File: config.mk
export PLATFORM = sky130hd
export DESIGN_NAME = tlb_index_counter
export DESIGN_NICKNAME = d
export VERILOG_FILES = /design/src/hdl/tlb_pkg.sv /design/src/hdl/tlb_index_counter.sv
export SDC_FILE = /design/constraint.sdc
export NUM_CORES = 1
export LEC_CHECK = 0
export BUFFER_PORTS_ARGS = -buffer_cell sky130_fd_sc_hd__buf_4
export CAP_MARGIN = 25
export CORE_AREA = 2 2 39 41
export CTS_BUF_LIST = sky130_fd_sc_hd__clkbuf_8
export DETAILED_ROUTE_END_ITERATION = 10
export DIE_AREA = 0 0 41 43
export SLEW_MARGIN = 20
export SYNTH_ARGS = -nofsm -noshare
export SYNTH_HDL_FRONTEND = slang
export SYNTH_SLANG_ARGS = --single-unit
File: constraint.sdc
create_clock -name clk -period 1.59 [get_ports clk]
set_input_delay 0 -clock clk [delete_from_list [all_inputs] [get_ports clk]]
set_output_delay 0 -clock clk [all_outputs]
set_load 0.01 [all_outputs]
File: src/hdl/tlb_pkg.sv
package tlb_pkg;

    localparam int tlb_num = 32;
    localparam int cmd_depth = 2;
    localparam int cmd_ptr_w = $clog2(cmd_depth);

    typedef logic [4:0]   tlb_idx_t;
    typedef logic [18:0]  vppn_t;
    typedef logic [9:0]   asid_t;
    typedef logic [19:0]  ppn_t;
    typedef logic [5:0]   ps_t;
    typedef logic [1:0]   mat_t;
    typedef logic [1:0]   plv_t;
    // Virtual address bits 21 down to 12.
    typedef logic [21:12] va_bits_t;

    localparam ps_t ps_4k = 6'd12;
    localparam ps_t ps_4m = 6'd21;

    typedef struct packed {
        ppn_t ppn;
        logic v;
        logic d;
        mat_t mat;
        plv_t plv;
    } page_attr_t;

    // P0 maps the even page and p1 the odd page.
    typedef struct packed {
        logic       e;
        logic       g;
        ps_t        ps;
        asid_t      asid;
        vppn_t      vppn;
        page_attr_t p0;
        page_attr_t p1;
    } tlb_entry_t;

    typedef logic [2:0] tlb_op_t;

    localparam tlb_op_t op_srch     = 3'd0;
    localparam tlb_op_t op_rd       = 3'd1;
    localparam tlb_op_t op_wr       = 3'd2;
    localparam tlb_op_t op_fill     = 3'd3;
    localparam tlb_op_t op_inv_all  = 3'd4;
    localparam tlb_op_t op_inv_asid = 3'd5;
    localparam tlb_op_t op_inv_va   = 3'd6;

    typedef enum logic [1:0] {
        st_idle,
        st_exec,
        st_sweep,
        st_resp
    } ctrl_state_t;

    // Full forces a 19-bit compare whatever the page size.
    function automatic logic entry_hit(tlb_entry_t ent, asid_t asid, vppn_t vppn, logic full);
        logic asid_ok;
        logic vppn_ok;
        asid_ok = ent.g || (ent.asid == asid);
        if (full || ent.ps == ps_4k) begin
            vppn_ok = (ent.vppn == vppn);
        end else begin
            vppn_ok = (ent.vppn[18:8] == vppn[18:8]);
        end
        return ent.e && asid_ok && vppn_ok;
    endfunction

endpackage

File: src/hdl/tlb_index_counter.sv
module tlb_index_counter import tlb_pkg::*; (
    input  logic     clk,
    input  logic     rst_n,
    input  logic     fill_step,
    input  logic     sweep_start,
    input  logic     sweep_step,
    output tlb_idx_t fill_index,
    output tlb_idx_t sweep_index,
    output logic     sweep_last
);

    always_ff @(posedge clk or negedge rst_n) begin
        if (!rst_n) begin
            fill_index  <= '0;
            sweep_index <= '0;
        end else begin
            // Wraps at 32 by the index width.
            if (fill_step) begin
                fill_index <= fill_index + 1'b1;
            end
            if (sweep_start) begin
                sweep_index <= '0;
            end else if (sweep_step) begin
                sweep_index <= sweep_index + 1'b1;
            end
        end
    end

    assign sweep_last = (sweep_index == tlb_idx_t'(tlb_num - 1));

endmodule

==> summary.md <==
| Metric | Value |
|---|---|
| Outcome | finished, final reports clean |
| Fin cells | 74 |
| Gate Count Post-Synth | 36 |
| Core area | 1380 um2 |
| Maximum number of pins on one net before global-route repair | 11 |
| Initial Util | 0.345 |
| Register area share after synthesis | 0.524 |
| Final hold violation count | 0 |
| Fin nets | 67 |
| Fin Clk Skew | 2.35 ps |
| H-tree depth | 1 |
| Post-CTS sizing | 0 |
| Worst Slack Setup Final | 185 ps |
| CP max stage cell | dfrtp_1 |
| Clock buffer count from CTS | 3 |
| Critical-path cell list | ha_1 > and3_1 > ha_1 > mux2i_1 > nor2_1 |
| Detailed Route WL | about 850 um |
| Crit share post-route | 0.884 |
| Clk slew on worst S/H paths | 50 ps |
| Top-Level Pins | 16 |
| Worst Max-Slew Pin Slew | 177 ps |
| Startpoint type of the worst setup path | register |
| Crit Path Category | register to register |
| Die width | slightly above 40 um |
| Fmax | 0.712 GHz |
| Syn nets | 44 |
| Area delta synth->final | 44.8% |
| Post-Syn Area | 478 um2 |
| Clock latency on the worst-skew pair | approximately 230 ps |
| CP arrival | 1530 ps |
| RSZ-0062 raised after global routing | no |
| Clock tree buffer depth | 2 |
| Setup violators final | 0 |
| Post-synth top area share | 0.524 |
| DRT antenna net count | 0 |
| Syn Area/Cell | 13.3 um2 |
| Hold buffer count at CTS | 3 |
| Die Y | ~43 um |
| Hold/Removal Path Class | input pin to register |
| Post-CTS setup buffers | 0 |
| Dpl hpwl | 633 um |
| Max-slew violations | 0 |
| First-pass GRT wire length | 1.56 mm |
| Placed insts | 67 |
| Place WS | 172 ps |
| Tot Pwr | 1000 uW |
| Setup TNS | 0 ps |
| CTS sink cnt | 10 |
| Max cap viols | 0 |
| Wirelength per Cell | 11.4 um |
| Final min period | 1410 ps |
| Critical Path Fanout Max | 4 |
| Initial antenna violation count | 0 |
| GP Congestion | roughly 0.57 |
| # rows | 14 |
| Die ar. | 1760 um2 |
| Largest area contributor in the netlist | dfrtp_1 |
| Final core occ | 0.500 |
| Yosys warning count | 0 |
| Synth area leaders | dfrtp_1, ha_1, xnor2_1, nand4_4, mux2i_1 |
| Worst VDD drop | 0.792 mV |
| Drc violations | 0 |
| TritonCTS clock tree | done |
| Layout cell share with drive strength beyond 1 | 0.414 |
| Via density | 4.49 |
| DR pass1 iterations | 1 |
| Number of synthesized register bits | 10 |
| Most frequent CP cell | ha_1 |
| Worst path required time | 1710 ps |
| Total gr overflow | 0 |
| Root Buffer | clkbuf_8 |
| Vias post-DR | about 330 |
| Max stage delay on crit path | 430 ps |
| CP endpoint kind | register |
| Slew headroom | 0.882 |
| Total Routing Usage GR | 0.136 |
| Pwr dens | around 1400 nW/um2 |
| Post-synth cell types | 17 |
| IO buf count | 15 |
| DR iter-0 viols | 0 |
| LEAKAGE | 0.000357 uW |
| Vias in the first global route | 364 |
| Ant diodes | 0 |
worst max-delay path: cells and delay by family (launching register included):
kind	cells	cell delay [ps]
flip-flops	1	430
multiplexers	1	130
AND/OR/NAND/NOR	2	240
adder cells (fa/ha/maj)	2	500
registers in the layout (all words and copies together) (netlist names):
name / count
sweep_index: 5
fill_index: 5
cells in the final DEF (no fill, tap or decap), types with 2 or more instances in the layout:
cell           netlist  layout
dfrtp_1             10      10
nor2_1               4       4
clkbuf_8             0       4
buf_4                0      16
mux2i_1              2       2
nand4_1              2       2
dlygate4sd3_1        0       3
ha_1                 3       3
xnor2_1              4       4
worst paths after layout:
path                                               to  slack (ps)  cells past startpoint                        from
max in group asynchronous  sweep_index[0]$_DFFE_PN0P_        1310                      2                       rst_n
hold / removal             sweep_index[0]$_DFFE_PN0P_         110                      3                  sweep_step
setup reg to reg           sweep_index[4]$_DFFE_PN0P_         180                      5  sweep_index[1]$_DFFE_PN0P_
setup / recovery           sweep_index[4]$_DFFE_PN0P_         180                      5  sweep_index[1]$_DFFE_PN0P_
min in group asynchronous  sweep_index[4]$_DFFE_PN0P_         130                      2                       rst_n
hold reg to reg             fill_index[4]$_DFFE_PN0P_         480                      1   fill_index[4]$_DFFE_PN0P_
kinds of logic (layout without fill, tap and decap cells):
| kind of cell | count (synthesis) | count (layout) | share of synthesized area |
|---|---|---|---|
| AOI/OAI and AO/OA | 2 | 2 | 0.0314 |
| and+or+nand+nor | 11 | 11 | 0.154 |
| muxes | 4 | 4 | 0.0968 |
| adders and majority gates | 3 | 3 | 0.0785 |
| DFF | 10 | 10 | 0.524 |
| buffers and inverters | 1 | 23 | 0.0236 |
| xor gates and xnor gates | 5 | 5 | 0.0916 |
cell type report:
class | instances | area, um2
Tap cell | 16 | 20.0
Sequential cell | 10 | 250
Multi-Input combinational cell | 25 | 216
Clock buffer | 4 | 55.1
Timing Repair Buffer | 19 | 150
Fill cell | 123 | 692
synthesized netlist by cell type:
| master | number |
|---|---|
| dfrtp_1 | 10 |
| nor2_1 | 4 |
| xnor2_1 | 4 |
| ha_1 | 3 |
| mux2i_1 | 2 |
| nand4_1 | 2 |
| a21bo_2 | 1 |
| a21oi_1 | 1 |
| and2b_1 | 1 |
| and3_1 | 1 |
| buf_6 | 1 |
| mux2_2 | 1 |
| mux2_4 | 1 |
| nand2_1 | 1 |
| nand3b_1 | 1 |
| nand4_4 | 1 |
| xor2_1 | 1 |
layer usage:
metal	GRT usage	wire, um	vias up
met5	0	0	-
met1	0.171	408	151
met4	0.100	0	0
li1	-	-	167
met3	0.0314	63	0
met2	0.194	374	14
per-stage QoR:
step	hold WS (ps)	instance area, um2
floorplan	-296	478
global placement	-162	607
detailed placement	-160	607
CTS	96.9	692
global route	130	692
finish	107	692
power by group:
part | total [uW] | internal (uW) | switching, uW
Combinational | 291 | 173 | 117
Clock | 310 | 217 | 93.3
Sequential | 402 | 328 | 73.6
Total | 1000 | 719 | 284
Note: power is estimated with default switching activity, not from simulation.
