==> src/hdl/tlb_pkg.sv <==
package tlb_pkg;

    localparam int tlb_num = 32;
    localparam int cmd_depth = 2;
    localparam int cmd_ptr_w = $clog2(cmd_depth);

    typedef logic [4:0]   tlb_idx_t;
    typedef logic [18:0]  vppn_t;
    typedef logic [9:0]   asid_t;
    typedef logic [19:0]  ppn_t;
    typedef logic [5:0]   ps_t;
    typedef logic [1:0]   mat_t;
    typedef logic [1:0]   plv_t;
    // Virtual address bits 21 down to 12.
    typedef logic [21:12] va_bits_t;

    localparam ps_t ps_4k = 6'd12;
    localparam ps_t ps_4m = 6'd21;

    typedef struct packed {
        ppn_t ppn;
        logic v;
        logic d;
        mat_t mat;
        plv_t plv;
    } page_attr_t;

    // P0 maps the even page and p1 the odd page.
    typedef struct packed {
        logic       e;
        logic       g;
        ps_t        ps;
        asid_t      asid;
        vppn_t      vppn;
        page_attr_t p0;
        page_attr_t p1;
    } tlb_entry_t;

    typedef logic [2:0] tlb_op_t;

    localparam tlb_op_t op_srch     = 3'd0;
    localparam tlb_op_t op_rd       = 3'd1;
    localparam tlb_op_t op_wr       = 3'd2;
    localparam tlb_op_t op_fill     = 3'd3;
    localparam tlb_op_t op_inv_all  = 3'd4;
    localparam tlb_op_t op_inv_asid = 3'd5;
    localparam tlb_op_t op_inv_va   = 3'd6;

    typedef enum logic [1:0] {
        st_idle,
        st_exec,
        st_sweep,
        st_resp
    } ctrl_state_t;

    // Full forces a 19-bit compare whatever the page size.
    function automatic logic entry_hit(tlb_entry_t ent, asid_t asid, vppn_t vppn, logic full);
        logic asid_ok;
        logic vppn_ok;
        asid_ok = ent.g || (ent.asid == asid);
        if (full || ent.ps == ps_4k) begin
            vppn_ok = (ent.vppn == vppn);
        end else begin
            vppn_ok = (ent.vppn[18:8] == vppn[18:8]);
        end
        return ent.e && asid_ok && vppn_ok;
    endfunction

endpackage

==> src/hdl/tlb_entry_if.sv <==
interface tlb_entry_if import tlb_pkg::*; ();

    logic       we;
    tlb_idx_t   w_index;
    tlb_entry_t w_entry;
    tlb_idx_t   r_index;
    tlb_entry_t r_entry;
    // Clears only the e bit of one entry.
    logic       clr;
    tlb_idx_t   clr_index;

    modport ctrl (
        output we, w_index, w_entry, r_index, clr, clr_index,
        input  r_entry
    );

    modport array (
        input  we, w_index, w_entry, r_index, clr, clr_index,
        output r_entry
    );

    modport view (
        input r_entry
    );

endinterface

==> src/hdl/tlb_cmd_ctrl.sv <==
module tlb_cmd_ctrl import tlb_pkg::*; (
    input  logic       clk,
    input  logic       rst_n,
    input  logic       cmd_valid,
    input  tlb_op_t    cmd_op,
    input  tlb_idx_t   cmd_index,
    input  tlb_entry_t cmd_entry,
    input  asid_t      cmd_asid,
    input  vppn_t      cmd_vppn,
    input  logic       s_hit,
    input  tlb_idx_t   s_index,
    input  tlb_idx_t   fill_index,
    input  tlb_idx_t   sweep_index,
    input  logic       sweep_last,
    output vppn_t      s_vppn,
    output asid_t      s_asid,
    output logic       fill_step,
    output logic       sweep_start,
    output logic       sweep_step,
    output logic       rsp_valid,
    output logic       rsp_credit,
    output logic       rsp_hit,
    output tlb_idx_t   rsp_index,
    output tlb_entry_t rsp_entry,
    output logic       cmd_overflow,
    tlb_entry_if.ctrl  entry_if
);

    typedef struct packed {
        tlb_op_t    op;
        tlb_idx_t   index;
        tlb_entry_t entry;
        asid_t      asid;
        vppn_t      vppn;
    } cmd_t;

    cmd_t                 queue [cmd_depth];
    cmd_t                 cur;
    logic [cmd_ptr_w-1:0] wr_ptr;
    logic [cmd_ptr_w-1:0] rd_ptr;
    logic [cmd_ptr_w:0]   q_count;
    logic [cmd_ptr_w:0]   q_used;
    ctrl_state_t          state;
    logic                 push;
    logic                 pop;
    logic                 is_inv;
    logic                 clr_hit;

    // The command in progress holds its slot until its response.
    assign q_used = q_count + (cmd_ptr_w + 1)'(state != st_idle);

    // A command that finds the queue full is dropped.
    assign push = cmd_valid && (q_used < (cmd_ptr_w + 1)'(cmd_depth));
    assign pop  = (state == st_idle) && (q_count != '0);

    always_ff @(posedge clk) begin
        if (push) begin
            queue[wr_ptr] <= '{cmd_op, cmd_index, cmd_entry, cmd_asid, cmd_vppn};
        end
        if (pop) begin
            cur <= queue[rd_ptr];
        end
        if (state == st_exec) begin
            rsp_hit   <= (cur.op == op_srch) && s_hit;
            rsp_index <= (cur.op == op_srch) ? s_index : entry_if.w_index;
            rsp_entry <= entry_if.we ? cur.entry : entry_if.r_entry;
        end
    end

    always_ff @(posedge clk or negedge rst_n) begin
        if (!rst_n) begin
            wr_ptr       <= '0;
            rd_ptr       <= '0;
            q_count      <= '0;
            cmd_overflow <= 1'b0;
            state        <= st_idle;
        end else begin
            if (push) begin
                wr_ptr <= wr_ptr + 1'b1;
            end
            if (pop) begin
                rd_ptr <= rd_ptr + 1'b1;
            end
            q_count <= q_count + (cmd_ptr_w + 1)'(push) - (cmd_ptr_w + 1)'(pop);
            if (cmd_valid && !push) begin
                cmd_overflow <= 1'b1;
            end
            case (state)
                st_idle:  state <= pop ? st_exec : st_idle;
                st_exec:  state <= is_inv ? st_sweep : st_resp;
                st_sweep: state <= sweep_last ? st_resp : st_sweep;
                default:  state <= st_idle;
            endcase
        end
    end

    assign is_inv = (cur.op == op_inv_all) || (cur.op == op_inv_asid) || (cur.op == op_inv_va);

    assign s_vppn      = cur.vppn;
    assign s_asid      = cur.asid;
    assign fill_step   = (state == st_exec) && (cur.op == op_fill);
    assign sweep_start = (state == st_exec) && is_inv;
    assign sweep_step  = (state == st_sweep);

    assign entry_if.we      = (state == st_exec) && ((cur.op == op_wr) || fill_step);
    assign entry_if.w_index = (cur.op == op_fill) ? fill_index : cur.index;
    assign entry_if.w_entry = cur.entry;
    assign entry_if.r_index = sweep_step ? sweep_index :
                              (cur.op == op_srch) ? s_index : cur.index;

    // Clear rule for the entry under the sweep.
    always_comb begin
        case (cur.op)
            op_inv_all:  clr_hit = 1'b1;
            op_inv_asid: clr_hit = !entry_if.r_entry.g && (entry_if.r_entry.asid == cur.asid);
            op_inv_va:   clr_hit = entry_hit(entry_if.r_entry, cur.asid, cur.vppn, 1'b0);
            default:     clr_hit = 1'b0;
        endcase
    end

    assign entry_if.clr       = sweep_step && clr_hit;
    assign entry_if.clr_index = sweep_index;

    assign rsp_valid  = (state == st_resp);
    assign rsp_credit = (state == st_resp);

endmodule

==> src/flat_wrapper.sv <==
// flat-port wrapper written by rule: the top's interface ports become plain ports
module tlb_cmd_ctrl_flat import tlb_pkg::*;
  (clk, rst_n, cmd_valid, cmd_op, cmd_index, cmd_entry, cmd_asid, cmd_vppn, s_hit, s_index, fill_index, sweep_index, sweep_last, s_vppn, s_asid, fill_step, sweep_start, sweep_step, rsp_valid, rsp_credit, rsp_hit, rsp_index, rsp_entry, cmd_overflow, entry_if_we, entry_if_w_index, entry_if_w_entry, entry_if_r_index, entry_if_clr, entry_if_clr_index, entry_if_r_entry);
  tlb_entry_if entry_if_i ();
  input  logic clk;
  input  logic rst_n;
  input  logic cmd_valid;
  input  tlb_op_t cmd_op;
  input  tlb_idx_t cmd_index;
  input  tlb_entry_t cmd_entry;
  input  asid_t cmd_asid;
  input  vppn_t cmd_vppn;
  input  logic s_hit;
  input  tlb_idx_t s_index;
  input  tlb_idx_t fill_index;
  input  tlb_idx_t sweep_index;
  input  logic sweep_last;
  output vppn_t s_vppn;
  output asid_t s_asid;
  output logic fill_step;
  output logic sweep_start;
  output logic sweep_step;
  output logic rsp_valid;
  output logic rsp_credit;
  output logic rsp_hit;
  output tlb_idx_t rsp_index;
  output tlb_entry_t rsp_entry;
  output logic cmd_overflow;
  output wire logic [$bits(entry_if_i.we)-1:0] entry_if_we;
  output wire logic [$bits(entry_if_i.w_index)-1:0] entry_if_w_index;
  output wire logic [$bits(entry_if_i.w_entry)-1:0] entry_if_w_entry;
  output wire logic [$bits(entry_if_i.r_index)-1:0] entry_if_r_index;
  output wire logic [$bits(entry_if_i.clr)-1:0] entry_if_clr;
  output wire logic [$bits(entry_if_i.clr_index)-1:0] entry_if_clr_index;
  input wire logic [$bits(entry_if_i.r_entry)-1:0] entry_if_r_entry;
  assign entry_if_we = entry_if_i.we;
  assign entry_if_w_index = entry_if_i.w_index;
  assign entry_if_w_entry = entry_if_i.w_entry;
  assign entry_if_r_index = entry_if_i.r_index;
  assign entry_if_clr = entry_if_i.clr;
  assign entry_if_clr_index = entry_if_i.clr_index;
  assign entry_if_i.r_entry = entry_if_r_entry;
  tlb_cmd_ctrl u_core (.clk(clk), .rst_n(rst_n), .cmd_valid(cmd_valid), .cmd_op(cmd_op), .cmd_index(cmd_index), .cmd_entry(cmd_entry), .cmd_asid(cmd_asid), .cmd_vppn(cmd_vppn), .s_hit(s_hit), .s_index(s_index), .fill_index(fill_index), .sweep_index(sweep_index), .sweep_last(sweep_last), .s_vppn(s_vppn), .s_asid(s_asid), .fill_step(fill_step), .sweep_start(sweep_start), .sweep_step(sweep_step), .rsp_valid(rsp_valid), .rsp_credit(rsp_credit), .rsp_hit(rsp_hit), .rsp_index(rsp_index), .rsp_entry(rsp_entry), .cmd_overflow(cmd_overflow), .entry_if(entry_if_i));
endmodule
==> config.mk <==
export PLATFORM = sky130hd
export DESIGN_NAME = tlb_cmd_ctrl_flat
export DESIGN_NICKNAME = d
export VERILOG_FILES = /design/src/hdl/tlb_pkg.sv /design/src/hdl/tlb_entry_if.sv /design/src/hdl/tlb_cmd_ctrl.sv /design/src/flat_wrapper.sv
export SDC_FILE = /design/constraint.sdc
export NUM_CORES = 1
export LEC_CHECK = 0
export BUFFER_PORTS_ARGS = -buffer_cell sky130_fd_sc_hd__buf_2
export CORE_MARGIN = 2
export CORE_UTILIZATION = 40
export CTS_BUF_LIST = sky130_fd_sc_hd__clkbuf_2
export DETAILED_ROUTE_END_ITERATION = 7
export GPL_TIMING_DRIVEN = 0
export HOLD_SLACK_MARGIN = 0.15
export SYNTH_ARGS = -nofsm -noshare
export SYNTH_HDL_FRONTEND = slang
export SYNTH_SLANG_ARGS = --single-unit
==> constraint.sdc <==
create_clock -name clk -period 7.8 [get_ports clk]
set_input_delay 1.56 -clock clk [delete_from_list [all_inputs] [get_ports clk]]
set_output_delay 1.56 -clock clk [all_outputs]
set_load 0.01 [all_outputs]
==> impl_results.md <==
* Clock-pin slew on the worst setup and hold paths at 0.10 ns
* CTS Sinks at 480
* Starting Density at 40.4%
* Internal power at 5860 µW
* Skew-Pair Late Insertion Delay at 1.10 ns
* Post-Route WL at 45000 µm
* Slew margin rel. at 12.6%
* Period utilization at 65.3%
* PwrDens at 373 nW/µm²
* DP Cell Count at 2042
* Worst Path Arrival at 3.53 ns
* Final worst slack at 2.71 ns
* Critical path launch point type: input port
* Worst setup EP type: primary output
* Vias per cell at 4.59
* Hold Crit Class: reg2reg
* Worst slew pin tran at 1.30 ns
* IO buf count at 470
* Count of pins over their slew limit at 0
* Avg Cell Area, Syn at 19.6 µm²
* Detailed Route Iter0 Violations at 500
* Min Hold Slack at 0.503 ns
* Max_cap viols at 0
* Initial antenna violation count at 11
* Antenna Nets Post-Route at 0
* Switching Share at 32.1%
* CTS Buf Count at 121
* GPL Wtd Cong at 0.757
* Final Hold Fails at 0
* Largest net degree at the start of global routing at 67
* Post-CTS sizing at 0
* Outcome: finished clean
* Vias in the first global route at 10700
* Nets at 1800
* VDD IR-drop max at 391 µV
* Top-count cell post-synth: edfxtp_1
* DRC at 0
* Static leakage at 0.00915 µW
* Yosys top cell area share at 75.8%
* Area Growth Syn to Fin at 23.3%
* Reg power frac at 49.5%
* Cell count after synthesis at 956
* Drt pass-1 iters at 4
* Clock share of power at 18.3%
* Total track usage at 18.1%
* Gate power share at 32.2%
* CTS tree: built
* F_max at 196 MHz
* Critical path launch point: entry_if_r_entry[78]
* Unrepaired setup endpoints after global routing: false
* GRT overflow at 0
* Finished Layout Cells at 2252
* Async SR Flop Fraction at 1.46%
* Synth cell count leaders: 473 x edfxtp_1, 215 x mux2_2, 124 x buf_4, 24 x buf_2, 21 x xnor2_1
* P_sw at 2760 µW
* Place WS at 2.67 ns
* Register-to-register path setup slack at 4.89 ns
* Core ar. at 46400 µm²
* Die Span Y at 220 µm
* Syn nets at 1197
* H-tree Lvls at 3
* Primary FF master, synth: edfxtp_1
* PnR Total Power at 8630 µW
* R2R Path Start: u_core.state[0]
* CP Max Fanout at 2
* Hold_sp: u_core.cmd_overflow
* First-pass GRT wire length at 63500 µm
* Die width at 220 µm
* # IOs at 471
* Hold Path Stages at 1
* Die area at 48600 µm²
* DP Wirelength at 31300 µm
* Clk buf depth at 3
* Setup CP Type: in2out
* Root Buffer: clkbuf_2
* Top post-synthesis cells by area: edfxtp_1 76%, mux2_2 13%, buf_4 5.0%
* Post-synth EDFFs at 473
* Seq/Total Area, Yosys at 76.8%
* # fillers at 4104
* Reg2reg path depth at 8
* Synth unique cells at 34
* Synthesis warning total at 0
* Synthesized area at 18700 µm²
* #FFs+latches synth at 480
* Site Rows at 79
* Vias at 10300
* Layout cell share with drive strength beyond 1 at 64.1%
* Area leader, netlist: edfxtp_1
* Clock skew at 0.0645 ns
* Setup-failing EPs final at 0
* Drt wl/cell at 20.0 µm
* Min Clock Period, post-route at 5.09 ns
* Required @ worst endpoint at 6.24 ns
## cells by family after synthesis
| logic type | share of synthesized area (%) |
|---|---|
| compound gates | 0.347 |
| xor+xnor | 1.59 |
| fa+ha+maj | 0.401 |
| buf+inv | 5.87 |
| flops | 76.8 |
| mux | 14.0 |
| simple gates | 1.02 |
## final cells by class
cell class / instances / area, µm² / share of cell area (%)
Antenna cell: 6 / 15.0 / 0.0650
Clock inverter: 19 / 73.8 / 0.320
Inverter: 8 / 35.0 / 0.152
Clock buffer: 184 / 921 / 3.99
Sequential cell: 480 / 14400 / 62.2
Tap cell: 607 / 759 / 3.29
Timing Repair Buffer: 480 / 2570 / 11.1
Buffer: 151 / 1070 / 4.63
Multi-Input combinational cell: 317 / 3280 / 14.2
## cells in the final DEF (no fill, tap or decap), types with 2 or more instances in the layout
cell,instances
buf_2,494
edfxtp_1,473
mux2_2,215
clkbuf_2,184
buf_4,124
xnor2_1,21
xor2_1,13
clkinv_1,13
nand2_1,10
mux2_4,10
inv_1,7
dfrtp_1,7
diode_2,6
o21ai_0,6
mux2i_1,5
ha_1,5
buf_12,5
nor2_1,4
nand4_1,4
nor4_1,4
inv_2,4
buf_16,4
nor3_1,3
clkbuf_1,2
clkinv_2,2
## power by group through the flow
| stage | clock (µW) | combinational [µW] | sequential, µW |
|---|---|---|---|
| after floorplan | 0 | 1650 | 4400 |
| after global placement | 0 | 2690 | 4540 |
| after detailed placement | 0 | 2850 | 4330 |
| after CTS | 1660 | 2860 | 4280 |
| after global routing | 1790 | 3030 | 4340 |
| final | 1580 | 2780 | 4270 |
## worst max-delay path: stages
cell	delay, ns
buf_2	0.13
xnor2_1	0.16
nand4_1	0.12
nor4_1	1.05
nor3_1	0.08
nor3_1	0.24
buf_2	0.17
## path summary, 6_finish.rpt
path | end
setup / recovery | entry_if_clr
hold / removal | u_core.cmd_overflow
setup reg to reg | u_core.queue[0][82]
hold reg to reg | u_core.cmd_overflow
max in group asynchronous | u_core.q_count[0]
min in group asynchronous | u_core.wr_ptr
## sequential cells by signal, summed over array words and instances (netlist names)
register                 cells
u_core.rsp_hit               1
u_core.rsp_index             5
u_core.entry_if.w_entry     89
u_core.cmd_overflow          1
u_core.queue               252
u_core.rd_ptr                1
u_core.cur                   8
u_core.state                 2
u_core.wr_ptr                1
u_core.rsp_entry            89
u_core.s_asid               10
u_core.q_count               2
u_core.s_vppn               19
## repair_timing
| item | in CTS | in global routing |
|---|---|---|
| hold buffers | 1 | 0 |
| buffers inserted | 0 | 0 |
| hold endpoints to repair | 7 | 0 |
## stage by stage
step                      util, %  area (µm²)  TNS, ns
final                        49.8       23100        0
after global routing         49.8       23100        0
after CTS                    49.8       23100        0
after detailed placement     47.6       22100        0
after global placement       47.1       21800  -492.03
after floorplan                 -       18700        0
## per-layer routing
layer,global-route usage [%],routed length (µm),vias up
li1,-,-,4823
met1,21.1,17700,5054
met2,30.4,22600,380
met3,6.46,3620,76
met4,7.72,991,12
met5,0,67,-
Power figures use the tool's default switching activity.
